<file path="config.mk">
export PLATFORM = sky130hd
export DESIGN_NAME = return_stack
export DESIGN_NICKNAME = d
export VERILOG_FILES = /design/src/verilog/fetch_pkg.sv /design/src/verilog/btb_pkg.sv /design/src/verilog/return_stack.sv
export SDC_FILE = /design/constraint.sdc
export NUM_CORES = 1
export LEC_CHECK = 0
export ABC_AREA = 1
export BUFFER_PORTS_ARGS = -buffer_cell sky130_fd_sc_hd__buf_2
export CORE_ASPECT_RATIO = 2
export CORE_UTILIZATION = 30
export DETAILED_ROUTE_END_ITERATION = 16
export PLACE_DENSITY = 0.46
export SYNTH_ARGS = -nofsm -noshare
export SYNTH_HDL_FRONTEND = slang
export SYNTH_SLANG_ARGS = --single-unit
</file>
<file path="constraint.sdc">
create_clock -name clk -period 6.5 [get_ports clk]
set_input_delay 1.3 -clock clk [delete_from_list [all_inputs] [get_ports clk]]
set_output_delay 1.3 -clock clk [all_outputs]
set_load 0.01 [all_outputs]
</file>
<file path="src/verilog/fetch_pkg.sv">
// fetch address type, reset vector and redirect sources shared by the fetch predictor

package fetch_pkg;

  // ==================================================
  // fetch address
  // ==================================================

  localparam int PC_WIDTH = 32;                   // one word per fetch address

  typedef logic [PC_WIDTH-1:0] pc_addr_t;

  // where fetch starts after reset
  localparam pc_addr_t RST_PC = 32'hFFFC_0000;

  // four instructions of six bytes each per fetch group
  localparam pc_addr_t FETCH_BYTES = 32'd24;

  // ==================================================
  // next-address sources
  // ==================================================

  // listed in priority order, highest first
  typedef enum logic [2:0] {
    redir_irq,                                    // interrupt vector
    redir_ret,                                    // return stack top
    redir_miss,                                   // branch-miss correction
    redir_btb,                                    // predicted taken target
    redir_seq                                     // fall through to the next group
  } redirect_t;

endpackage

</file>
<file path="src/verilog/btb_pkg.sv">
// BTB geometry, table entry layout and return-stack types for the fetch predictor

package btb_pkg;

  import fetch_pkg::*;

  // ==================================================
  // branch target buffer
  // ==================================================

  localparam int BTB_DEPTH   = 1024;              // one bank, one lookup per group
  localparam int BTB_IDX_BITS = $clog2(BTB_DEPTH);
  localparam int BTB_IDX_LSB  = 1;                // index is addr[10:1]

  typedef logic [BTB_IDX_BITS-1:0] btb_idx_t;

  typedef struct packed {
    logic     takb;                               // last commit was taken
    pc_addr_t tag;                                // full branch address
    pc_addr_t tgt;                                // branch target
  } btb_entry_t;

  // table slot for a fetch or commit address
  function automatic btb_idx_t btb_index(input pc_addr_t addr);
    return addr[BTB_IDX_LSB +: BTB_IDX_BITS];
  endfunction

  // ==================================================
  // return-address stack
  // ==================================================

  localparam int RAS_DEPTH = 16;

  typedef logic [$clog2(RAS_DEPTH)-1:0] ras_ptr_t;

  typedef enum logic [1:0] {
    ras_nop,
    ras_push,                                     // call
    ras_pop                                       // return
  } ras_op_t;

endpackage

</file>
<file path="src/verilog/return_stack.sv">
// circular return-address stack, pushed on calls and popped on returns

`timescale 1ns/1ps

module return_stack import fetch_pkg::*, btb_pkg::*; (
  input  logic     clk,
  input  logic     rst,
  input  ras_op_t  op,                            // already qualified by advance
  input  pc_addr_t push_addr,                     // return address of the call
  output pc_addr_t top
);

  // an underflow reads the reset vector or whatever was popped last
  pc_addr_t stack_mem [RAS_DEPTH] = '{default: RST_PC};

  ras_ptr_t sp;                                   // next free slot
  ras_ptr_t top_ptr;                              // newest entry, wraps below zero

  assign top_ptr = sp - 1'b1;
  assign top     = stack_mem[top_ptr];

  // ==================================================
  // push / pop
  // ==================================================

  always_ff @(posedge clk) begin
    if (rst) begin
      sp <= '0;
    end else begin
      case (op)
        ras_push: begin
          stack_mem[sp] <= push_addr;
          sp            <= sp + 1'b1;             // deep nesting overwrites oldest
        end
        ras_pop: begin
          sp <= top_ptr;                          // entry stays for a later underflow
        end
        default: begin
        end
      endcase
    end
  end

endmodule

</file>
==> impl_metrics.env <==
export IMPL_crit_path_end_kind="output port"
export IMPL_cts_resized=0
export IMPL_clk_latency_ns=0.59
export IMPL_synth_nets=2174
export IMPL_cts_path_max_buffers=3
export IMPL_hp_class="reg -> reg"
export IMPL_syn_area_mm2=0.0223
export IMPL_row_count=141
export IMPL_portBuffers=67
export IMPL_slowest_stage="buf_4"
export IMPL_maxSlewViolCount=0
export IMPL_cts_setup_buffers=0
export IMPL_placed_area_mm2=0.0236
export IMPL_first_iter_violations=957
export IMPL_p_leak_uw=0.0105
export IMPL_die_area_mm2=0.0754
export IMPL_grt_pass1_vias=14400
export IMPL_final_cell_mix="nand2_1, edfxtp_1, inv_1"
export IMPL_grt_start_max_net_pins=130
export IMPL_tightest_slew_ns=1.29
export IMPL_root_buffer="clkbuf_16"
export IMPL_drt_wl_total_um=60000
export IMPL_worstPathCellList="buf_4 -> buf_4 -> o21ai_0 -> nand2_1 -> nand3_1 -> nand3_1 -> nand2_1 -> buf_2"
export IMPL_hold_buffers=0
export IMPL_max_slew_margin=0.138
export IMPL_syn_area_per_cell_um2=10.5
export IMPL_grt_antenna_before_repair=4
export IMPL_final_common_cell="nand2_1"
export IMPL_setup_viol=0
export IMPL_fin_nets=2213
export IMPL_ir_worst_vdd_v=0.000179
export IMPL_arrival_ns=3.82
export IMPL_drtPass1Iterations=5
export IMPL_ant_nets=0
export IMPL_period_share=0.788
export IMPL_cts_made_buffers=46
export IMPL_die_w_um=195
export IMPL_pin_count=68
export IMPL_finalHoldViolCount=0
export IMPL_vias=14300
export IMPL_worst_setup_path_start_kind="flip-flop"
export IMPL_crit_type="reg -> out"
export IMPL_yosysWarningCount=0
export IMPL_grt_pass1_wl_um=90400
export IMPL_slowest_delay_ns=0.89
export IMPL_final_cell_area_mm2=0.0252
export IMPL_powerDensity_mw_per_mm2=311
export IMPL_dp_worst_setup_slack_ns=1.93
export IMPL_place_congestion=0.747
export IMPL_cts_tree="built"
export IMPL_cp_max_fo=92
export IMPL_remaining_drc_errors=0
export IMPL_status="completed"
export IMPL_hpwl_um=31900
export IMPL_track_usage=0.161
export IMPL_vias_per_cell=4.57
export IMPL_crit_family="buffers and inverters"
export IMPL_min_period_ns=5.12
export IMPL_fin_skew_ns=0.0288
export IMPL_ys_types=20
export IMPL_fin_setup_tns_ns=0
export IMPL_die_h_um=387
export IMPL_setup_slack_ns=1.38
export IMPL_clkTransAtPathRegs_ns=0.07
export IMPL_clkSinkCount=516
export IMPL_diodes=0
export IMPL_required_ns=5.20
export IMPL_ys_seq_area_frac=0.694
export IMPL_drive_gt1_frac=0.0861
export IMPL_grt_overflow=0
export IMPL_core_mm2=0.0737
export IMPL_grt_setup_unrepaired="no"
export IMPL_max_cap_violations=0
export IMPL_start_util=0.302
export IMPL_path_buf_inv=3
export IMPL_post_drt_wl_per_cell_um=19.1
export IMPL_max_freq_ghz=0.195
export IMPL_synth_seq_cells=516
export IMPL_htreeDepth=2
export IMPL_syn_inst=2132
export IMPL_synthToLayoutAreaGrowth_pct=13.0
[area by class of cell]
type                            instances  area, um^2
Sequential cell                       516       15500
Fill cell                            7358       48600
Timing Repair Buffer                   96         566
Tap cell                              929        1160
Clock buffer                           49        1180
Multi-Input combinational cell       1084        4850
Inverter                              427        1610
Clock inverter                         34         359
[path summary, 6_finish.rpt]
path	start	to	slack, ns	cells after the start
min	sp[3]	sp[3]	0.66	4
min reg2reg	sp[3]	sp[3]	0.66	4
max reg2reg	sp[0]	stack_mem[6][29]	3.39	5
max	sp[0]	top[12]	1.38	8
[metrics by stage]
stage	utilization	hold slack, ns	total power (uW)	instances
global placement	0.321	0.656	5080	3052
floorplan	-	0.580	4560	2132
finish	0.342	0.655	7820	3135
detailed placement	0.321	0.646	5080	3052
CTS	0.342	0.656	7930	3135
global route	0.342	0.721	8130	3135
[sequential cells by signal, summed over array words and instances (netlist names)]
name / flops
stack_mem: 512
sp: 4
[Yosys cell counts]
| cell | instances | area [um^2] |
|---|---|---|
| nand4_1 | 1 | 6.26 |
| o21ai_0 | 32 | 160 |
| a21oi_1 | 5 | 25.0 |
| nor2_1 | 18 | 67.6 |
| nand2_1 | 628 | 2360 |
| buf_4 | 3 | 22.5 |
| inv_2 | 4 | 15.0 |
| buf_1 | 11 | 41.3 |
| inv_1 | 423 | 1590 |
| nand3_1 | 389 | 1950 |
| a21boi_1 | 1 | 7.51 |
| xnor2_4 | 1 | 27.5 |
| buf_6 | 5 | 56.3 |
| xor2_1 | 2 | 17.5 |
| edfxtp_1 | 512 | 15400 |
| clkbuf_1 | 17 | 63.8 |
| nand2_2 | 1 | 6.26 |
| ha_1 | 6 | 75.1 |
| buf_2 | 69 | 345 |
| dfxtp_1 | 4 | 80.1 |
[per-layer routing]
layer  up-vias  global-route usage  wire length, um
li1       6943                   -                -
met1      7009               0.186            24100
met2       261               0.302            32000
met3       113              0.0158             1930
met4         2              0.0600             1970
met5         -                   0               13
[cell families (layout without fill, tap and decap cells)]
kind of cell,Yosys count,count (layout),synth area share
xor+xnor,3,3,0.00202
simple gates,1037,1037,0.197
compound gates,38,38,0.00865
flops,516,516,0.694
buf+inv,532,606,0.0957
fa+ha+maj,6,6,0.00337
[worst min-delay path: cells and delay by family, from the launching register on]
family / cells / cell delay, ns
buffers and inverters: 2 / 0.13
DFF: 1 / 0.35
and+or+nand+nor: 1 / 0.06
AOI/OAI and AO/OA: 1 / 0.07
[power by group]
group / leakage [uW] / switching (uW) / internal [uW] / total [uW]
combinational: 0.00508 / 915 / 363 / 1280
sequential: 0.00464 / 14.1 / 3680 / 3690
clock: 0.000749 / 1250 / 1600 / 2850
total: 0.0105 / 2180 / 5640 / 7820
Note: power is estimated with default switching activity, not from simulation.
