==> config.mk <==
export PLATFORM = sky130hd
export DESIGN_NAME = btb_commit_stage_flat
export DESIGN_NICKNAME = d
export VERILOG_FILES = /design/src/verilog/fetch_pkg.sv /design/src/verilog/btb_pkg.sv /design/src/verilog/btb_ifs.sv /design/src/verilog/btb_commit_stage.sv /design/src/flat_wrapper.sv
export SDC_FILE = /design/constraint.sdc
export NUM_CORES = 1
export LEC_CHECK = 0
export BUFFER_PORTS_ARGS = -buffer_cell sky130_fd_sc_hd__buf_2
export CAP_MARGIN = 0
export CORE_AREA = 2 2 79 81
export DETAILED_ROUTE_END_ITERATION = 10
export DIE_AREA = 0 0 81 83
export GPL_TIMING_DRIVEN = 0
export PLACE_DENSITY = 0.55
export SYNTH_ARGS = -nofsm -noshare
export SYNTH_HDL_FRONTEND = slang
export SYNTH_SLANG_ARGS = --single-unit
==> constraint.sdc <==
create_clock -name clk -period 0.8 [get_ports clk]
set_input_delay 0.04 -clock clk [delete_from_list [all_inputs] [get_ports clk]]
set_output_delay 0.04 -clock clk [all_outputs]
set_load 0.03 [all_outputs]
==> src/verilog/fetch_pkg.sv <==
// fetch address type, reset vector and redirect sources shared by the fetch predictor

package fetch_pkg;

  // ==================================================
  // fetch address
  // ==================================================

  localparam int PC_WIDTH = 32;                   // one word per fetch address

  typedef logic [PC_WIDTH-1:0] pc_addr_t;

  // where fetch starts after reset
  localparam pc_addr_t RST_PC = 32'hFFFC_0000;

  // four instructions of six bytes each per fetch group
  localparam pc_addr_t FETCH_BYTES = 32'd24;

  // ==================================================
  // next-address sources
  // ==================================================

  // listed in priority order, highest first
  typedef enum logic [2:0] {
    redir_irq,                                    // interrupt vector
    redir_ret,                                    // return stack top
    redir_miss,                                   // branch-miss correction
    redir_btb,                                    // predicted taken target
    redir_seq                                     // fall through to the next group
  } redirect_t;

endpackage

==> src/verilog/btb_pkg.sv <==
// BTB geometry, table entry layout and return-stack types for the fetch predictor

package btb_pkg;

  import fetch_pkg::*;

  // ==================================================
  // branch target buffer
  // ==================================================

  localparam int BTB_DEPTH   = 1024;              // one bank, one lookup per group
  localparam int BTB_IDX_BITS = $clog2(BTB_DEPTH);
  localparam int BTB_IDX_LSB  = 1;                // index is addr[10:1]

  typedef logic [BTB_IDX_BITS-1:0] btb_idx_t;

  typedef struct packed {
    logic     takb;                               // last commit was taken
    pc_addr_t tag;                                // full branch address
    pc_addr_t tgt;                                // branch target
  } btb_entry_t;

  // table slot for a fetch or commit address
  function automatic btb_idx_t btb_index(input pc_addr_t addr);
    return addr[BTB_IDX_LSB +: BTB_IDX_BITS];
  endfunction

  // ==================================================
  // return-address stack
  // ==================================================

  localparam int RAS_DEPTH = 16;

  typedef logic [$clog2(RAS_DEPTH)-1:0] ras_ptr_t;

  typedef enum logic [1:0] {
    ras_nop,
    ras_push,                                     // call
    ras_pop                                       // return
  } ras_op_t;

endpackage

==> src/verilog/btb_ifs.sv <==
// internal buses of the fetch predictor, the BTB write port and the lookup path

`timescale 1ns/1ps

// commit stage -> table write port
interface btb_wr_if import btb_pkg::*; ();

  logic       wr_en;                              // one cycle per commit
  btb_idx_t   wr_idx;
  btb_entry_t wr_entry;

  modport src (
    output wr_en,
    output wr_idx,
    output wr_entry
  );

  modport dst (
    input wr_en,
    input wr_idx,
    input wr_entry
  );

endinterface


==> src/verilog/btb_commit_stage.sv <==
// registers commit results and drives the BTB write port one cycle later

`timescale 1ns/1ps

module btb_commit_stage import fetch_pkg::*, btb_pkg::*; (
  input  logic     clk,
  input  logic     rst,
  input  logic     commit_valid,                  // a branch retired this cycle
  input  pc_addr_t commit_pc,
  input  pc_addr_t commit_tgt,
  input  logic     commit_takb,                   // resolved direction
  btb_wr_if.src    wr
);

  // ==================================================
  // write enable
  // ==================================================

  always_ff @(posedge clk) begin
    if (rst) begin
      wr.wr_en <= 1'b0;
    end else begin
      wr.wr_en <= commit_valid;                   // pulse per commit, not sticky
    end
  end

  // ==================================================
  // entry and index
  // ==================================================

  // every commit is written, so a not-taken result
  // overwrites an older taken prediction
  always_ff @(posedge clk) begin
    wr.wr_idx        <= btb_index(commit_pc);
    wr.wr_entry.takb <= commit_takb;
    wr.wr_entry.tag  <= commit_pc;                // full address, no aliasing
    wr.wr_entry.tgt  <= commit_tgt;
  end

endmodule

==> src/flat_wrapper.sv <==
// flat-port wrapper written by rule: the top's interface ports become plain ports
module btb_commit_stage_flat import fetch_pkg::*, btb_pkg::*;
  (clk, rst, commit_valid, commit_pc, commit_tgt, commit_takb, wr_wr_en, wr_wr_idx, wr_wr_entry);
  btb_wr_if wr_i ();
  input  logic clk;
  input  logic rst;
  input  logic commit_valid;
  input  pc_addr_t commit_pc;
  input  pc_addr_t commit_tgt;
  input  logic commit_takb;
  output wire logic [$bits(wr_i.wr_en)-1:0] wr_wr_en;
  output wire logic [$bits(wr_i.wr_idx)-1:0] wr_wr_idx;
  output wire logic [$bits(wr_i.wr_entry)-1:0] wr_wr_entry;
  assign wr_wr_en = wr_i.wr_en;
  assign wr_wr_idx = wr_i.wr_idx;
  assign wr_wr_entry = wr_i.wr_entry;
  btb_commit_stage u_core (.clk(clk), .rst(rst), .commit_valid(commit_valid), .commit_pc(commit_pc), .commit_tgt(commit_tgt), .commit_takb(commit_takb), .wr(wr_i));
endmodule
==> results of run 1 <==
-- cell usage after synthesis --
master	n	area, um^2
buf_4	10	75.1
dfxtp_1	66	1320
nor2b_4	1	13.8
-- flip-flops by register name, summed over array words and instances (netlist names) --
name and flops:
u_core.wr.wr_idx 9, u_core.wr.wr_en 1, u_core.wr.wr_entry 56
-- timing repair --
| item | CTS | global route |
|---|---|---|
| endpoints found under the setup margin | 76 | 76 |
| hold buffers | 67 | 0 |
| gates resized for setup | 220 | 5 |
| hold endpoints to repair | 66 | 0 |
-- layout make-up --
type / count / area, um^2
buffer: 10 / 113
clock buffer: 10 / 138
clock inverter: 5 / 55.1
fill: 422 / 2150
multi-input combinational: 1 / 13.8
sequential: 66 / 1400
tap: 75 / 93.8
timing repair buffer: 210 / 1850
-- worst max-delay path: cells and delay by family (launching register included) --
family   cells  cell delay (ns)
buf+inv      2             0.24
flops        1             0.33
-- per-layer routing --
| layer | part of all wire [%] | up-vias | track usage (%) | wire [um] |
|---|---|---|---|---|
| li1 | - | 668 | - | - |
| met1 | 32 | 611 | 12.6 | 1710 |
| met2 | 54 | 89 | 29.6 | 2850 |
| met3 | 11 | 13 | 6.96 | 573 |
| met4 | 2.3 | 0 | 7.55 | 121 |
| met5 | 0 | - | 0 | 0 |
-- worst paths after layout --
| check | endpoint | slack (ns) | cells past startpoint |
|---|---|---|---|
| worst max-delay path | wr_wr_idx[4] | -0.15 | 2 |
| worst min-delay path | u_core.wr.wr_entry[2] | 0.33 | 2 |
-- power breakdown --
group          switching (mW)  total, mW  internal [mW]
registers              0.0978       3.60           3.50
logic                   0.609       1.35          0.740
clock network            1.21       2.70           1.49
-- logic make-up (layout without fill, tap and decap cells) --
group                  after synthesis  count (layout)  share of synthesized area, %
DFF                                 66              66                          93.7
buffers and inverters               10             235                          5.32
and+or+nand+nor                      1               1                         0.976
-- through the flow --
step / std cells / hold slack [ns]
after floorplan: 77 / 0.0677
after global placement: 295 / 0.142
after detailed placement: 295 / 0.144
after CTS: 377 / 0.318
after global routing: 377 / 0.331
final: 377 / 0.329
==> flow_summary_export.csv, run 1 <==
group,metric,value,unit
synthesis,avgSynthCellArea,18.3,um^2
synthesis,syn_inst,77,
cells_and_area,final_common_cell,"buf_6",
clock_network,cts_max_level,3,
place,place_area,2220,um^2
cells_and_area,nets,366,
drt,wl,5260,um
power,total_power,7.65,mW
run,cap_viol_max_count,0,
place,place_congestion,0.609,
clock_network,cts_tree,"done",
die,ios,144,
outcome,status,"complete, but fails checks",
power,powerDensity,2090,nW/um^2
place,dp_hpwl,2680,um
grt,overflow,0,
power,ir_drop,1.49,mV
worst_setup_path,crit_top_cell,"buf_6",
timing,setup_ws,-0.147,ns
timing,min_period,0.947,ns
worst_setup_path,crit_path_start_kind,"register",
worst_setup_path,worstPathMaxFanout,2,
grt,grt_max_degree,12,
clock_network,clk_path_buf_depth,2,
place,pre_cts_ws,0.155,ns
grt,grt_pass1_wl,7480,um
grt,antenna_found_initial,0,
drt,vias,1381,
die,coreArea,5820,um^2
grt,grt_usage,15.4,%
hold_path,min_from,"commit_tgt[2]",
clock_network,numCtsBuffers,9,
drt,vias_per_cell,3.66,
worst_setup_path,worstPathCellList,"buf_6 > buf_6",
synthesis,synth_seq_cells,66,
timing,fmax,1.06,GHz
drt,firstDrtPassIters,2,
worst_setup_path,critPathMaxStageDelay,0.33,ns
cells_and_area,layout-drive-gt1-share,77.8,%
synthesis,syn_nets,145,
timing,rsz0062_at_grt,"true",
die,start_util,24.2,%
cells_and_area,diodes,0,
outcome,violations,"setup timing",
synthesis,ys_seq_area_share,93.7,%
clock_network,postCtsSetupBuffers,0,
cells_and_area,area_growth,160,%
worst_setup_path,crit_path_top_delay_cell,"dfxtp_2",
place,placement.io_buffers,143,
die,die_area,6720,um^2
worst_setup_path,cp-end-kind,"primary output",
worst_setup_path,worstSetupPathType,"reg2out",
drt,detail-route-antenna-nets,0,
cells_and_area,postLayoutCellArea,3660,um^2
grt,grt_pass1_vias,1568,
worst_setup_path,crit_required,0.76,ns
power,p_leak,1.72,nW
timing,setup-tns-final,-3.27,ns
worst_setup_path,startpoint,"u_core.wr.wr_idx[4]",
synthesis,mappedNetlistArea,1410,um^2
synthesis,synth_cell_types,3,
die,rows,28,
clock_network,cts.sinks,66,
hold_path,hp-class,"in2reg",
clock_network,path_clk_slew,0.07,ns
timing,finalCritPeriodShare,118,%
timing,finalHoldViolCount,0,
synthesis,ys.warnings.count,0,
clock_network,clockRootBuffer,"clkbuf_8",
drt,drtIter0Drc,18,
timing,slew_headroom,89.6,%
cells_and_area,fin_util,63.0,%
timing,setup_viol,76,
cells_and_area,layout_common_cells,"buf_6 (81), buf_2 (68), dlygate4sd3_1 (67), dfxtp_2 (66), clkbuf_8 (10)",
timing,worst_pin_slew,0.157,ns
die,dieHeight,83,um
drt,routedWlPerCell,13.9,um
drt,drc,0,
die,die_x,81,um
timing,slew_violations,0,
worst_setup_path,arrival,0.91,ns
No activity file was read; power rests on OpenSTA's default activity.
==> inputs of run 2 (changes only) <==
--- a/config.mk
+++ b/config.mk
@@ -7,11 +7,11 @@
 export LEC_CHECK = 0
 export BUFFER_PORTS_ARGS = -buffer_cell sky130_fd_sc_hd__buf_2
 export CAP_MARGIN = 0
-export CORE_AREA = 2 2 79 81
+export CORE_AREA = 2 2 110 59
 export DETAILED_ROUTE_END_ITERATION = 10
-export DIE_AREA = 0 0 81 83
+export DIE_AREA = 0 0 112 61
 export GPL_TIMING_DRIVEN = 0
-export PLACE_DENSITY = 0.55
+export PLACE_DENSITY = 0.56
 export SYNTH_ARGS = -nofsm -noshare
 export SYNTH_HDL_FRONTEND = slang
 export SYNTH_SLANG_ARGS = --single-unit
==> constraint.sdc (replaced) <==
create_clock -name clk -period 0.8 [get_ports clk]
set_input_delay 0.04 -clock clk [delete_from_list [all_inputs] [get_ports clk]]
set_output_delay 0.04 -clock clk [all_outputs]
set_load 0.02 [all_outputs]
==> run 2 against run 1 <==
The flow still finishes with violations (setup timing). Design area grew 1.9%. Cell count grew 0.80%. Sequential share of layout area shrank 0.72 points. Flip-flop and latch count is the same. Die area grew 1.6%. Critical endpoint is now wr_wr_idx[0]. Largest power group unchanged.
==> flow_summary_export.csv, run 2 (synthesis gave the netlist of run 1 again) <==
group,metric,value,unit
drt,drc,0,
cells_and_area,nets,366,
worst_setup_path,critPathMaxStageDelay,0.33,ns
place,dp_hpwl,2490,um
worst_setup_path,crit_family,"flip-flops",
clock_network,cts_max_level,3,
timing,slew_violations,0,
worst_setup_path,crit_path_start_kind,"register",
clock_network,cts_tree,"done",
cells_and_area,largest_registers,"u_core.wr.wr_entry x56, u_core.wr.wr_idx x9, u_core.wr.wr_en x1",
power,seqPwrFrac,43.7,%
grt,grt_pass1_vias,1475,
drt,firstDrtPassIters,4,
cells_and_area,diodes,0,
worst_setup_path,crit_path_top_delay_cell,"dfxtp_2",
power,swShare,22.3,%
timing,setup-tns-final,-1.42,ns
worst_setup_path,crit_required,0.76,ns
cells_and_area,layout-drive-gt1-share,76.9,%
timing,rsz0062_at_grt,"true",
die,rows,20,
die,start_util,24.1,%
timing,finalCritPeriodShare,114,%
power,clockPowerShare,41.8,%
cells_and_area,layout.cells.non_filler,380,
clock_network,postCtsSetupBuffers,0,
place,place_congestion,0.693,
outcome,status,"complete, but fails checks",
power,p_comb_share,14.5,%
timing,min_period,0.915,ns
grt,antenna_found_initial,0,
run,cap_viol_max_count,0,
hold_path,hp-class,"in2reg",
worst_setup_path,worstSetupPathType,"reg2out",
place,place_area,2220,um^2
cells_and_area,final_common_cell,"buf_6",
power,powerDensity,2210,nW/um^2
drt,drtIter0Drc,37,
clock_network,clockRootBuffer,"clkbuf_16",
grt,grt_max_degree,11,
cells_and_area,postLayoutCellArea,3730,um^2
worst_setup_path,arrival,0.87,ns
die,dieHeight,61,um
die,coreArea,5860,um^2
timing,finalHoldViolCount,0,
power,p_leak,1.76,nW
worst_setup_path,worst-path-stages,2,
grt,grt_pass1_wl,7580,um
timing,fmax,1.09,GHz
drt,detail-route-antenna-nets,0,
hold_path,whs_path_depth,2,
power,ir_drop,1.99,mV
clock_network,clk_path_buf_depth,2,
grt,grt_usage,15.7,%
worst_setup_path,worstPathCellList,"buf_6 > buf_6",
worst_setup_path,worstPathMaxFanout,2,
drt,routedWlPerCell,14.0,um
timing,slew_headroom,92.9,%
die,die_area,6830,um^2
clock_network,path_clk_slew,0.05,ns
worst_setup_path,critical_path_buf_inv_count,2,
timing,setup_ws,-0.115,ns
drt,vias_per_cell,3.67,
place,placement.io_buffers,143,
place,placed_cells,297,
cells_and_area,regMostFlops,"u_core.wr.wr_entry",
power,p_switching,1.84,mW
cells_and_area,area_growth,165,%
cells_and_area,largest_reg_flops,56,
worst_setup_path,crit_top_cell,"buf_6",
outcome,violations,"setup timing",
timing,setup_viol,29,
die,die_x,112,um
drt,wl,5340,um
power,internal_power,6.41,mW
die,ios,144,
clock_network,numCtsBuffers,9,
timing,worst_pin_slew,0.106,ns
grt,overflow,0,
cells_and_area,layout_common_cells,"buf_6 (81), dlygate4sd3_1 (67), buf_2 (67), dfxtp_2 (66), clkbuf_16 (9)",
timing,hold_ws,0.343,ns
worst_setup_path,cp-end-kind,"primary output",
drt,vias,1394,
clock_network,cts.sinks,66,
[run 2: cell types whose count changed in the layout (fill, tap and decap cells not counted), moves of 2 or more]
cell,before,now
clkbuf_16,0,9
clkinvlp_4,2,0
clkbuf_8,10,1
clkbuf_1,0,3
buf_4,3,5
[run 2: power by group through the flow]
stage | clock network, mW | logic (mW) | registers, mW
after floorplan | 0 | 0.0760 | 3.82
after global placement | 0 | 0.658 | 3.58
after detailed placement | 0 | 0.660 | 3.58
after CTS | 3.53 | 1.15 | 3.59
after global routing | 3.68 | 1.25 | 3.61
final | 3.44 | 1.19 | 3.60
[run 2: per-stage QoR]
stage / setup slack, ns / total power, mW / utilization [%]
2_1_floorplan: 0.165 / 3.89 / -
3_3_place_gp: 0.203 / 4.23 / 37.9
3_5_place_dp: 0.199 / 4.24 / 37.9
4_1_cts: -0.120 / 8.28 / 63.4
5_1_grt: -0.145 / 8.55 / 63.8
6_report: -0.115 / 8.24 / 63.8
[run 2: routing by layer]
layer / GRT usage, % / wire [um]
met5: 0 / 0
met3: 11.0 / 606
met1: 15.1 / 2000
met2: 28.0 / 2690
met4: 4.70 / 40
[run 2: cell type report]
cell class / count / area [um^2]
Fill cell: 407 / 2120
Timing Repair Buffer: 210 / 1840
Sequential cell: 66 / 1400
Clock buffer: 13 / 250
Buffer: 10 / 113
Tap cell: 77 / 96.3
Clock inverter: 3 / 15.0
Multi-Input combinational cell: 1 / 13.8
[run 2: final timing paths]
check                           start                endpoint  slack (ns)
setup / recovery  u_core.wr.wr_idx[0]            wr_wr_idx[0]       -0.11
hold / removal         commit_tgt[10]  u_core.wr.wr_entry[10]        0.34
[run 2: what timing repair did]
action | 4_1_cts | 5_1_grt
setup endpoints to repair | 76 | 76
hold endpoints to repair | 66 | 0
gates resized for setup | 216 | 7
hold buffers | 67 | 0
gates cloned | 0 | 0
