===== src/verilog/fetch_pkg.sv =====
// fetch address type, reset vector and redirect sources shared by the fetch predictor

package fetch_pkg;

  // ==================================================
  // fetch address
  // ==================================================

  localparam int PC_WIDTH = 32;                   // one word per fetch address

  typedef logic [PC_WIDTH-1:0] pc_addr_t;

  // where fetch starts after reset
  localparam pc_addr_t RST_PC = 32'hFFFC_0000;

  // four instructions of six bytes each per fetch group
  localparam pc_addr_t FETCH_BYTES = 32'd24;

  // ==================================================
  // next-address sources
  // ==================================================

  // listed in priority order, highest first
  typedef enum logic [2:0] {
    redir_irq,                                    // interrupt vector
    redir_ret,                                    // return stack top
    redir_miss,                                   // branch-miss correction
    redir_btb,                                    // predicted taken target
    redir_seq                                     // fall through to the next group
  } redirect_t;

endpackage


===== src/verilog/btb_pkg.sv =====
// BTB geometry, table entry layout and return-stack types for the fetch predictor

package btb_pkg;

  import fetch_pkg::*;

  // ==================================================
  // branch target buffer
  // ==================================================

  localparam int BTB_DEPTH   = 1024;              // one bank, one lookup per group
  localparam int BTB_IDX_BITS = $clog2(BTB_DEPTH);
  localparam int BTB_IDX_LSB  = 1;                // index is addr[10:1]

  typedef logic [BTB_IDX_BITS-1:0] btb_idx_t;

  typedef struct packed {
    logic     takb;                               // last commit was taken
    pc_addr_t tag;                                // full branch address
    pc_addr_t tgt;                                // branch target
  } btb_entry_t;

  // table slot for a fetch or commit address
  function automatic btb_idx_t btb_index(input pc_addr_t addr);
    return addr[BTB_IDX_LSB +: BTB_IDX_BITS];
  endfunction

  // ==================================================
  // return-address stack
  // ==================================================

  localparam int RAS_DEPTH = 16;

  typedef logic [$clog2(RAS_DEPTH)-1:0] ras_ptr_t;

  typedef enum logic [1:0] {
    ras_nop,
    ras_push,                                     // call
    ras_pop                                       // return
  } ras_op_t;

endpackage


===== src/verilog/btb_ifs.sv =====


// pc select <-> lookup, index out and prediction back
interface btb_pred_if import fetch_pkg::*, btb_pkg::*; ();

  btb_idx_t rd_idx;                               // index of the pc being loaded
  pc_addr_t rd_pc;                                // current pc for the tag compare
  logic     hit;                                  // taken entry with matching tag
  pc_addr_t hit_tgt;

  modport sel (output rd_idx, output rd_pc, input hit, input hit_tgt);

  modport lkp (input rd_idx, input rd_pc, output hit, output hit_tgt);

endinterface


===== src/verilog/pc_select_stage.sv =====
// priority next-address selection and the program counter register of the fetch predictor

`timescale 1ns/1ps

module pc_select_stage import fetch_pkg::*, btb_pkg::*; (
  input  logic     clk,
  input  logic     rst,
  input  logic     advance,                       // global stall when low
  input  logic     irq,
  input  logic     do_call,
  input  logic     do_ret,
  input  logic     branchmiss,
  input  pc_addr_t irq_addr,
  input  pc_addr_t misspc,
  input  pc_addr_t ret_pc,                        // pushed on a call
  input  pc_addr_t ras_top,
  output ras_op_t  ras_op,
  btb_pred_if.sel  pred,
  output pc_addr_t pc,
  output pc_addr_t next_pc,
  output logic     takb
);

  redirect_t redir;                               // winning source this cycle

  // ==================================================
  // source priority
  // ==================================================

  always_comb begin
    if (irq) begin
      redir = redir_irq;
    end else if (do_ret) begin
      redir = redir_ret;
    end else if (branchmiss) begin
      redir = redir_miss;
    end else if (pred.hit) begin
      redir = redir_btb;                          // only when nothing else redirects
    end else begin
      redir = redir_seq;
    end
  end

  always_comb begin
    case (redir)
      redir_irq:  next_pc = irq_addr;
      redir_ret:  next_pc = ras_top;
      redir_miss: next_pc = misspc;
      redir_btb:  next_pc = pred.hit_tgt;
      default:    next_pc = pc + FETCH_BYTES;     // next fetch group
    endcase
  end

  assign takb = (redir == redir_btb);             // tells decode the branch was predicted

  // ==================================================
  // return stack control
  // ==================================================

  // call and return together cancel out
  always_comb begin
    ras_op = ras_nop;
    if (advance) begin
      if (do_call && !do_ret) begin
        ras_op = ras_push;
      end else if (do_ret && !do_call) begin
        ras_op = ras_pop;
      end
    end
  end

  // ==================================================
  // program counter and table read
  // ==================================================

  always_ff @(posedge clk) begin
    if (rst) begin
      pc <= RST_PC;
    end else if (advance) begin
      pc <= next_pc;
    end
  end

  // index the value pc is about to load, so the registered
  // table read comes back in step with pc
  always_comb begin
    if (rst) begin
      pred.rd_idx = btb_index(RST_PC);
    end else if (advance) begin
      pred.rd_idx = btb_index(next_pc);
    end else begin
      pred.rd_idx = btb_index(pc);                // stalled, reread same slot
    end
  end

  assign pred.rd_pc = pc;

endmodule


===== src/flat_wrapper.sv =====
// flat-port wrapper written by rule: the top's interface ports become plain ports
module pc_select_stage_flat import fetch_pkg::*, btb_pkg::*;
  (clk, rst, advance, irq, do_call, do_ret, branchmiss, irq_addr, misspc, ret_pc, ras_top, ras_op, pc, next_pc, takb, pred_rd_idx, pred_rd_pc, pred_hit, pred_hit_tgt);
  btb_pred_if pred_i ();
  input  logic clk;
  input  logic rst;
  input  logic advance;
  input  logic irq;
  input  logic do_call;
  input  logic do_ret;
  input  logic branchmiss;
  input  pc_addr_t irq_addr;
  input  pc_addr_t misspc;
  input  pc_addr_t ret_pc;
  input  pc_addr_t ras_top;
  output ras_op_t ras_op;
  output pc_addr_t pc;
  output pc_addr_t next_pc;
  output logic takb;
  output wire logic [$bits(pred_i.rd_idx)-1:0] pred_rd_idx;
  output wire logic [$bits(pred_i.rd_pc)-1:0] pred_rd_pc;
  input wire logic [$bits(pred_i.hit)-1:0] pred_hit;
  input wire logic [$bits(pred_i.hit_tgt)-1:0] pred_hit_tgt;
  assign pred_rd_idx = pred_i.rd_idx;
  assign pred_rd_pc = pred_i.rd_pc;
  assign pred_i.hit = pred_hit;
  assign pred_i.hit_tgt = pred_hit_tgt;
  pc_select_stage u_core (.clk(clk), .rst(rst), .advance(advance), .irq(irq), .do_call(do_call), .do_ret(do_ret), .branchmiss(branchmiss), .irq_addr(irq_addr), .misspc(misspc), .ret_pc(ret_pc), .ras_top(ras_top), .ras_op(ras_op), .pred(pred_i), .pc(pc), .next_pc(next_pc), .takb(takb));
endmodule

===== config.mk =====
export PLATFORM = sky130hd
export DESIGN_NAME = pc_select_stage_flat
export DESIGN_NICKNAME = d
export VERILOG_FILES = /design/src/verilog/fetch_pkg.sv /design/src/verilog/btb_pkg.sv /design/src/verilog/btb_ifs.sv /design/src/verilog/pc_select_stage.sv /design/src/flat_wrapper.sv
export SDC_FILE = /design/constraint.sdc
export NUM_CORES = 1
export LEC_CHECK = 0
export ABC_AREA = 0
export BUFFER_PORTS_ARGS = -buffer_cell sky130_fd_sc_hd__buf_2
export CORE_AREA = 2 2 109 111
export CTS_CLUSTER_SIZE = 12
export DETAILED_ROUTE_END_ITERATION = 10
export DIE_AREA = 0 0 111 113
export PLACE_DENSITY = 0.77
export SYNTH_ARGS = -nofsm -noshare
export SYNTH_HDL_FRONTEND = slang
export SYNTH_SLANG_ARGS = --single-unit

===== constraint.sdc =====
create_clock -name clk -period 4.4 [get_ports clk]
set_input_delay 1.32 -clock clk [delete_from_list [all_inputs] [get_ports clk]]
set_output_delay 1.32 -clock clk [all_outputs]
set_load 0.01 [all_outputs]

==> run_results.csv, run 1 <==
group,metric,value,unit
clock_network,cts.sinks,32,
clock_network,cts_htree_levels,2,
job,max_cap_violations,0,
setup_path,r2r_slack,1510,ps
synth,ys_types,69,
route,vias_per_cell,5.65,
grt,grt_pass1_vias,4404,
die,die_h,113,um
route,route.detailed.drc,0,
setup_path,worst_path_max_delay_cell,"or4_4",
die,core_area,11300,um2
setup_path,cp.buffers_inverters,2,
synth,syn_area,3510,um2
setup_path,slowest_delay,720,ps
layout,drive_gt1_share,43.6,%
worst_hold_path,worstHoldStart,"u_core.pc[0]$_SDFFE_PP0P_",
setup_path,crit_top_cell,"buf_2",
timing,finalCriticalPeriod,4250,ps
grt,grt_antenna_before_repair,2,
grt,globalRouteTotalUtil,24.7,%
timing,fin_tns_setup,0,ps
setup_path,crit_arrival,2930,ps
die,rows,39,
worst_hold_path,worstHoldPathCells,2,
synth,yosys_warnings,0,
placed_design,port_buffers,244,
clock_network,clock_path_buffers,2,
synth,ys_seq_elements,32,
synth,synth_area_per_cell,7.33,um2
clock_network,cts_root_buffer,"clkbuf_16",
layout,area_delta_synth_final,39.5,%
power_and_ir_drop,powerDensity,252,nW/um2
clock_network,clkLatencyLatePin,280,ps
placed_design,gp_congestion,0.883,
setup_path,r2r-end,"u_core.pc[31]$_SDFFE_PP1P_",
synth,synth_edf_count,0,
route,wl_per_cell,19.5,um
synth,netlist.area_leader.share,18.3,%
clock_network,cts_tree,"built",
grt,grt_overflow,0,
synth,synth_area_leaders,"dfxtp_1, buf_4, a21oi_1, nor2_1, a221oi_1",
timing,slew_headroom,64.6,%
timing,worstMarginPinSlew,530,ps
die,die_w,111,um
route,vias,4694,
timing,hold_slack,554,ps
timing,setup_viol,0,
setup_path,end_kind,"output pin",
synth,synth_top_area_cell,"dfxtp_1",
setup_path,ff2ff_path_depth,7,
synth,synth_flop_cell,"dfxtp_1",
route,dr.pass1.iters,5,
worst_hold_path,holdCritPathClass,"flop to flop",
die,pin_count,277,
timing,timing.fmax,235,MHz
clock_network,clk_pin_slew_worst_paths,50,ps
setup_path,worstPathCellList,"buf_2, or4_4, a21o_1, a311oi_1, buf_2",
timing,rsz0062_at_grt,"false",
layout,top_regs,"u_core.pc x32",
grt,grt_max_degree,35,
layout,ff_latch_area,641,um2
setup_path,crit_family,"simple AND/OR/NAND/NOR gates",
layout,fin_nets,854,
route,drt-met1-wl,6670,um
grt,grt_first_pass_wirelength,24300,um
setup_path,regToRegStartpoint,"u_core.pc[3]$_SDFFE_PP0P_",
run_status,outcome,"finished, final reports clean",
clock_network,cts_buffers,5,
route,wl_met3,1340,um
layout,fin_util,43.4,%
synth,syn_inst,479,
setup_path,cp-start-kind,"input port",
timing,skew,5.41,ps
layout,largest_reg_flops,32,
power_and_ir_drop,vdd.ir_drop.worst,0.126,mV
die,start_util,31.1,%
route,wl_met2,7670,um
timing,hold_viol,0,
placed_design,hpwl,12500,um
layout,multi_input_area,2430,um2
route,drtIter0Drc,326,
route,ant_nets,0,
timing,finalCritPeriodShare,96.7,%
timing,drv_slew,0,
route,totalWireLength,16200,um
setup_path,worstSetupPathType,"input port to output pin",
power_and_ir_drop,p_leak,2.29,nW
synth,synthArstFlopShare,0,%
layout,top_register,"u_core.pc",
worst_hold_path,min_to,"u_core.pc[0]$_SDFFE_PP0P_",
layout,n_fill_cell,1172,
route,top_layer_used,"met4",
clock_network,ctsHoldBuffers,0,
die,die_area,12500,um2
setup_path,crit_required,3080,ps
synth,synth_nets,648,
setup_path,worstPathMaxFanout,21,
synth,ys_seq_area_share,18.3,%
-- worst max-delay path by stage --
stage / slack [ps] / startpoint / cells past startpoint / to
floorplan: 290 / irq / 7 / pred_rd_idx[2]
global placement: 100 / branchmiss / 6 / pred_rd_idx[0]
detailed placement: 50 / do_ret / 7 / pred_rd_idx[0]
CTS: 40 / do_ret / 7 / pred_rd_idx[0]
global route: 20 / u_core.pc[3]$_SDFFE_PP0P_ / 8 / next_pc[23]
finish: 150 / branchmiss / 5 / pred_rd_idx[8]
-- placed cells by master (no fill, tap or decap), types with 4 or more instances in the layout --
cell type / Yosys / routed
inv_1: 8 / 8
a221o_1: 7 / 7
o31a_1: 6 / 6
buf_2: 15 / 244
a21oi_1: 38 / 38
nand2_1: 34 / 34
and3_1: 5 / 5
a31oi_1: 7 / 7
dfxtp_1: 32 / 32
a21o_1: 7 / 7
a22o_1: 9 / 9
a221oi_1: 19 / 19
o21ai_0: 33 / 33
nand3b_1: 4 / 4
o22ai_1: 4 / 4
xor2_1: 13 / 13
nand3_1: 6 / 6
nand4_1: 6 / 6
clkbuf_16: 0 / 5
and4_1: 5 / 5
a211oi_1: 5 / 5
xnor2_1: 9 / 9
nor2_1: 48 / 47
nor2b_1: 4 / 4
nor3_1: 15 / 15
buf_4: 33 / 27
a22oi_1: 12 / 12
o21a_1: 5 / 5
and2_1: 5 / 5
-- synth_stat cells, types with 3 or more instances --
master / n
a211o_1: 3
a211oi_1: 5
a21o_1: 7
a21oi_1: 38
a221o_1: 7
a221oi_1: 19
a22o_1: 9
a22oi_1: 12
a31oi_1: 7
a32o_1: 3
and2_1: 5
and3_1: 5
and4_1: 5
buf_1: 4
buf_2: 15
buf_4: 33
clkbuf_1: 19
dfxtp_1: 32
inv_1: 8
nand2_1: 34
nand2b_1: 3
nand3_1: 6
nand3b_1: 4
nand4_1: 6
nor2_1: 48
nor2b_1: 4
nor3_1: 15
nor4_1: 3
o211ai_1: 3
o21a_1: 5
o21ai_0: 33
o22ai_1: 4
o31a_1: 6
o31ai_1: 3
xnor2_1: 9
xor2_1: 13
-- metrics by stage --
step           power, mW  cell area, um2  setup slack (ps)  instances
2_1_floorplan      0.612            3510               290        479
6_report            1.23            4900               147        831
3_3_place_gp       0.792            4680              98.7        819
4_1_cts             1.24            4870              37.6        827
5_1_grt             1.30            4900              19.6        831
3_5_place_dp       0.796            4680              50.6        819
-- report_power, final --
part,internal [mW],total [mW],switching (mW)
registers,0.313,0.359,0.0467
clock network,0.298,0.437,0.139
logic,0.197,0.436,0.239
-- area by class of cell --
cell class | count | area share, %
repair buffers | 271 | 29.1
multi-input cells | 366 | 49.7
flip-flops and latches | 32 | 13.1
diodes | 2 | 0.102
inverters | 9 | 0.690
clock buffers | 7 | 3.12
clock inverters | 1 | 0.613
well taps | 143 | 3.65
-- kinds of logic after synthesis --
| kind of cell | Yosys count | share of synthesized area, % |
|---|---|---|
| buffers and inverters | 81 | 12.9 |
| and+or+nand+nor | 154 | 24.2 |
| muxes | 4 | 1.21 |
| DFF | 32 | 18.3 |
| adders and majority gates | 1 | 0.356 |
| xor gates and xnor gates | 22 | 5.49 |
| AOI/OAI and AO/OA | 185 | 37.5 |
-- worst register-to-register path: cells and delay by family (launching register included) --
kind | cells | cell delay (ps)
compound gates | 1 | 280
fa+ha+maj | 1 | 250
buf+inv | 1 | 90
flops | 1 | 490
mux | 1 | 350
simple gates | 3 | 1330
-- what timing repair did --
item	CTS	global route
gates resized for setup	0	2
setup buffers	0	2
setup endpoints to repair	0	3
-- per-layer routing --
metal / up-vias / global-route usage [%]
met2: 273 / 42.0
met4: 0 / 9.42
li1: 2201 / -
met1: 2188 / 30.9
met3: 32 / 4.98
met5: - / 0
Note: power is estimated with default switching activity, not from simulation.
==> inputs of run 2 (changes only) <==
--- a/config.mk
+++ b/config.mk
@@ -6,7 +6,7 @@
 export NUM_CORES = 1
 export LEC_CHECK = 0
 export ABC_AREA = 0
-export BUFFER_PORTS_ARGS = -buffer_cell sky130_fd_sc_hd__buf_2
+export BUFFER_PORTS_ARGS = -buffer_cell sky130_fd_sc_hd__buf_4
 export CORE_AREA = 2 2 109 111
 export CTS_CLUSTER_SIZE = 12
 export DETAILED_ROUTE_END_ITERATION = 10
==> run 2 against run 1 <==
  * Sequential share of layout area is 1.4 points lower
  * Largest power group is now combinational cells
  * Clock-buffer cell count is 1 lower
  * Global-route usage grew 0.79 points
  * Non-clock buffer count stayed put
  * Sequential cell count did not move
  * Register-to-register slack improved by 30 ps
  * Worst hold slack worse by 8.5 ps
  * Clock skew down 1.2 ps
==> run_results.csv, run 2 (synthesized netlist as in run 1, its figures left out) <==
group,metric,value,unit
clock_network,cts.sinks,32,
timing,rsz0062_at_grt,"false",
setup_path,crit_arrival,2930,ps
timing,slew_headroom,62.5,%
route,drtIter0Drc,307,
setup_path,startpoint,"branchmiss",
setup_path,worstSetupPathType,"input port to output pin",
clock_network,cts_tree,"built",
power_and_ir_drop,powerDensity,234,nW/um2
clock_network,cts_buffers,5,
route,wl_met2,8090,um
route,top_layer_used,"met4",
job,max_cap_violations,0,
layout,top_regs,"u_core.pc x32",
layout,fin_util,48.7,%
power_and_ir_drop,p_leak,2.48,nW
layout,final_cell_mix,"buf_4, nor2_1, a21oi_1",
route,vias_per_cell,5.81,
setup_path,r2r_slack,1540,ps
route,dr.pass1.iters,5,
grt,grt_first_pass_wirelength,25500,um
grt,grt_overflow,0,
timing,timing.fmax,235,MHz
setup_path,r2r-end,"u_core.pc[31]$_SDFFE_PP1P_",
layout,top_register,"u_core.pc",
clock_network,clk_pin_slew_worst_paths,60,ps
grt,globalRouteTotalUtil,25.5,%
timing,hold_viol,0,
clock_network,ctsHoldBuffers,0,
die,start_util,31.1,%
setup_path,regToRegStartpoint,"u_core.pc[4]$_SDFFE_PP0P_",
die,core_area,11300,um2
route,drt-met1-wl,6690,um
die,die_w,111,um
layout,area_delta_synth_final,56.4,%
setup_path,critical_path.endpoint,"next_pc[22]",
die,pin_count,277,
placed_design,port_buffers,244,
die,rows,39,
timing,finalCriticalPeriod,4250,ps
setup_path,worstPathMaxFanout,12,
power_and_ir_drop,vdd.ir_drop.worst,0.194,mV
route,totalWireLength,16800,um
grt,grt_antenna_before_repair,0,
timing,worstMarginPinSlew,561,ps
clock_network,clkLatencyLatePin,280,ps
placed_design,gp_congestion,0.888,
clock_network,cts_htree_levels,2,
layout,drive_gt1_share,43.4,%
route,route.detailed.drc,0,
setup_path,ff2ff_path_depth,7,
worst_hold_path,holdCritPathClass,"flop to flop",
grt,grt_pass1_vias,4703,
timing,finalCritPeriodShare,96.6,%
layout,n_antenna_cell,0,
clock_network,clock_path_buffers,2,
route,wl_per_cell,20.2,um
layout,fin_nets,854,
route,wl_met3,1410,um
setup_path,crit_required,3080,ps
die,die_h,113,um
timing,drv_slew,0,
die,die_area,12500,um2
setup_path,end_kind,"output pin",
placed_design,hpwl,13200,um
route,ant_nets,0,
layout,layout_commonest_cell,"buf_4",
route,vias,4814,
timing,setup_viol,0,
timing,skew,4.19,ps
setup_path,cp-start-kind,"input port",
layout,largest_reg_flops,32,
run_status,outcome,"finished, final reports clean",
grt,grt_max_degree,35,
clock_network,cts_root_buffer,"clkbuf_16",
timing,fin_tns_setup,0,ps
[run 2: cell types whose count changed in the layout (fill, tap and decap cells not counted), sizes merged]
cell	before	now
clkbuf	7	6
clkinv	0	1
diode	2	0
[run 2: metal layers]
metal	vias to the layer above	global-route usage [%]
li1	2199	-
met1	2301	31.5
met2	277	43.0
met3	37	5.95
met4	0	10.2
met5	-	0
[run 2: critical path, cell delays in order]
cell and delay, ps:
buf_4 140, buf_4 180, nor4b_4 360, buf_4 280, a221oi_1 100, o21ai_0 140
a21boi_0 240, buf_4 150
[run 2: area by class of cell]
cell class	count	area [um2]
Fill cell	1084	5780
Multi-Input combinational cell	366	2420
Timing Repair Buffer	271	2050
Sequential cell	32	641
Tap cell	143	179
Clock buffer	6	129
Clock inverter	2	35.0
Inverter	9	33.8
[run 2: stage by stage]
stage	total power [mW]	cell area (um2)	worst slack (ps)	instances	hold WS [ps]
2_1_floorplan	0.612	3510	290	479	543
3_3_place_gp	0.876	5320	187	821	520
3_5_place_dp	0.885	5320	157	821	529
4_1_cts	1.29	5490	147	829	544
5_1_grt	1.34	5490	1.06	829	564
6_report	1.28	5490	151	829	545
[run 2: where the power goes]
group	internal (mW)	leakage [nW]	switching, mW	total [mW]
Sequential	0.313	0.265	0.0456	0.358
Clock	0.266	0.0808	0.135	0.402
Combinational	0.274	2.13	0.250	0.524
Total	0.853	2.48	0.431	1.28
[run 2: worst min-delay path by stage]
stage	startpoint	end	slack (ps)	cells after the start
2_1_floorplan	u_core.pc[0]$_SDFFE_PP0P_	u_core.pc[0]$_SDFFE_PP0P_	540	2
3_3_place_gp	u_core.pc[0]$_SDFFE_PP0P_	u_core.pc[0]$_SDFFE_PP0P_	520	2
3_5_place_dp	u_core.pc[0]$_SDFFE_PP0P_	u_core.pc[0]$_SDFFE_PP0P_	530	2
4_1_cts	u_core.pc[0]$_SDFFE_PP0P_	u_core.pc[0]$_SDFFE_PP0P_	540	2
5_1_grt	u_core.pc[0]$_SDFFE_PP0P_	u_core.pc[0]$_SDFFE_PP0P_	560	2
6_report	u_core.pc[0]$_SDFFE_PP0P_	u_core.pc[0]$_SDFFE_PP0P_	550	2
[run 2: timing repair]
action / CTS / global route
gates resized for setup: 0 / 1
setup endpoints to repair: 0 / 2
setup buffers: 0 / 0
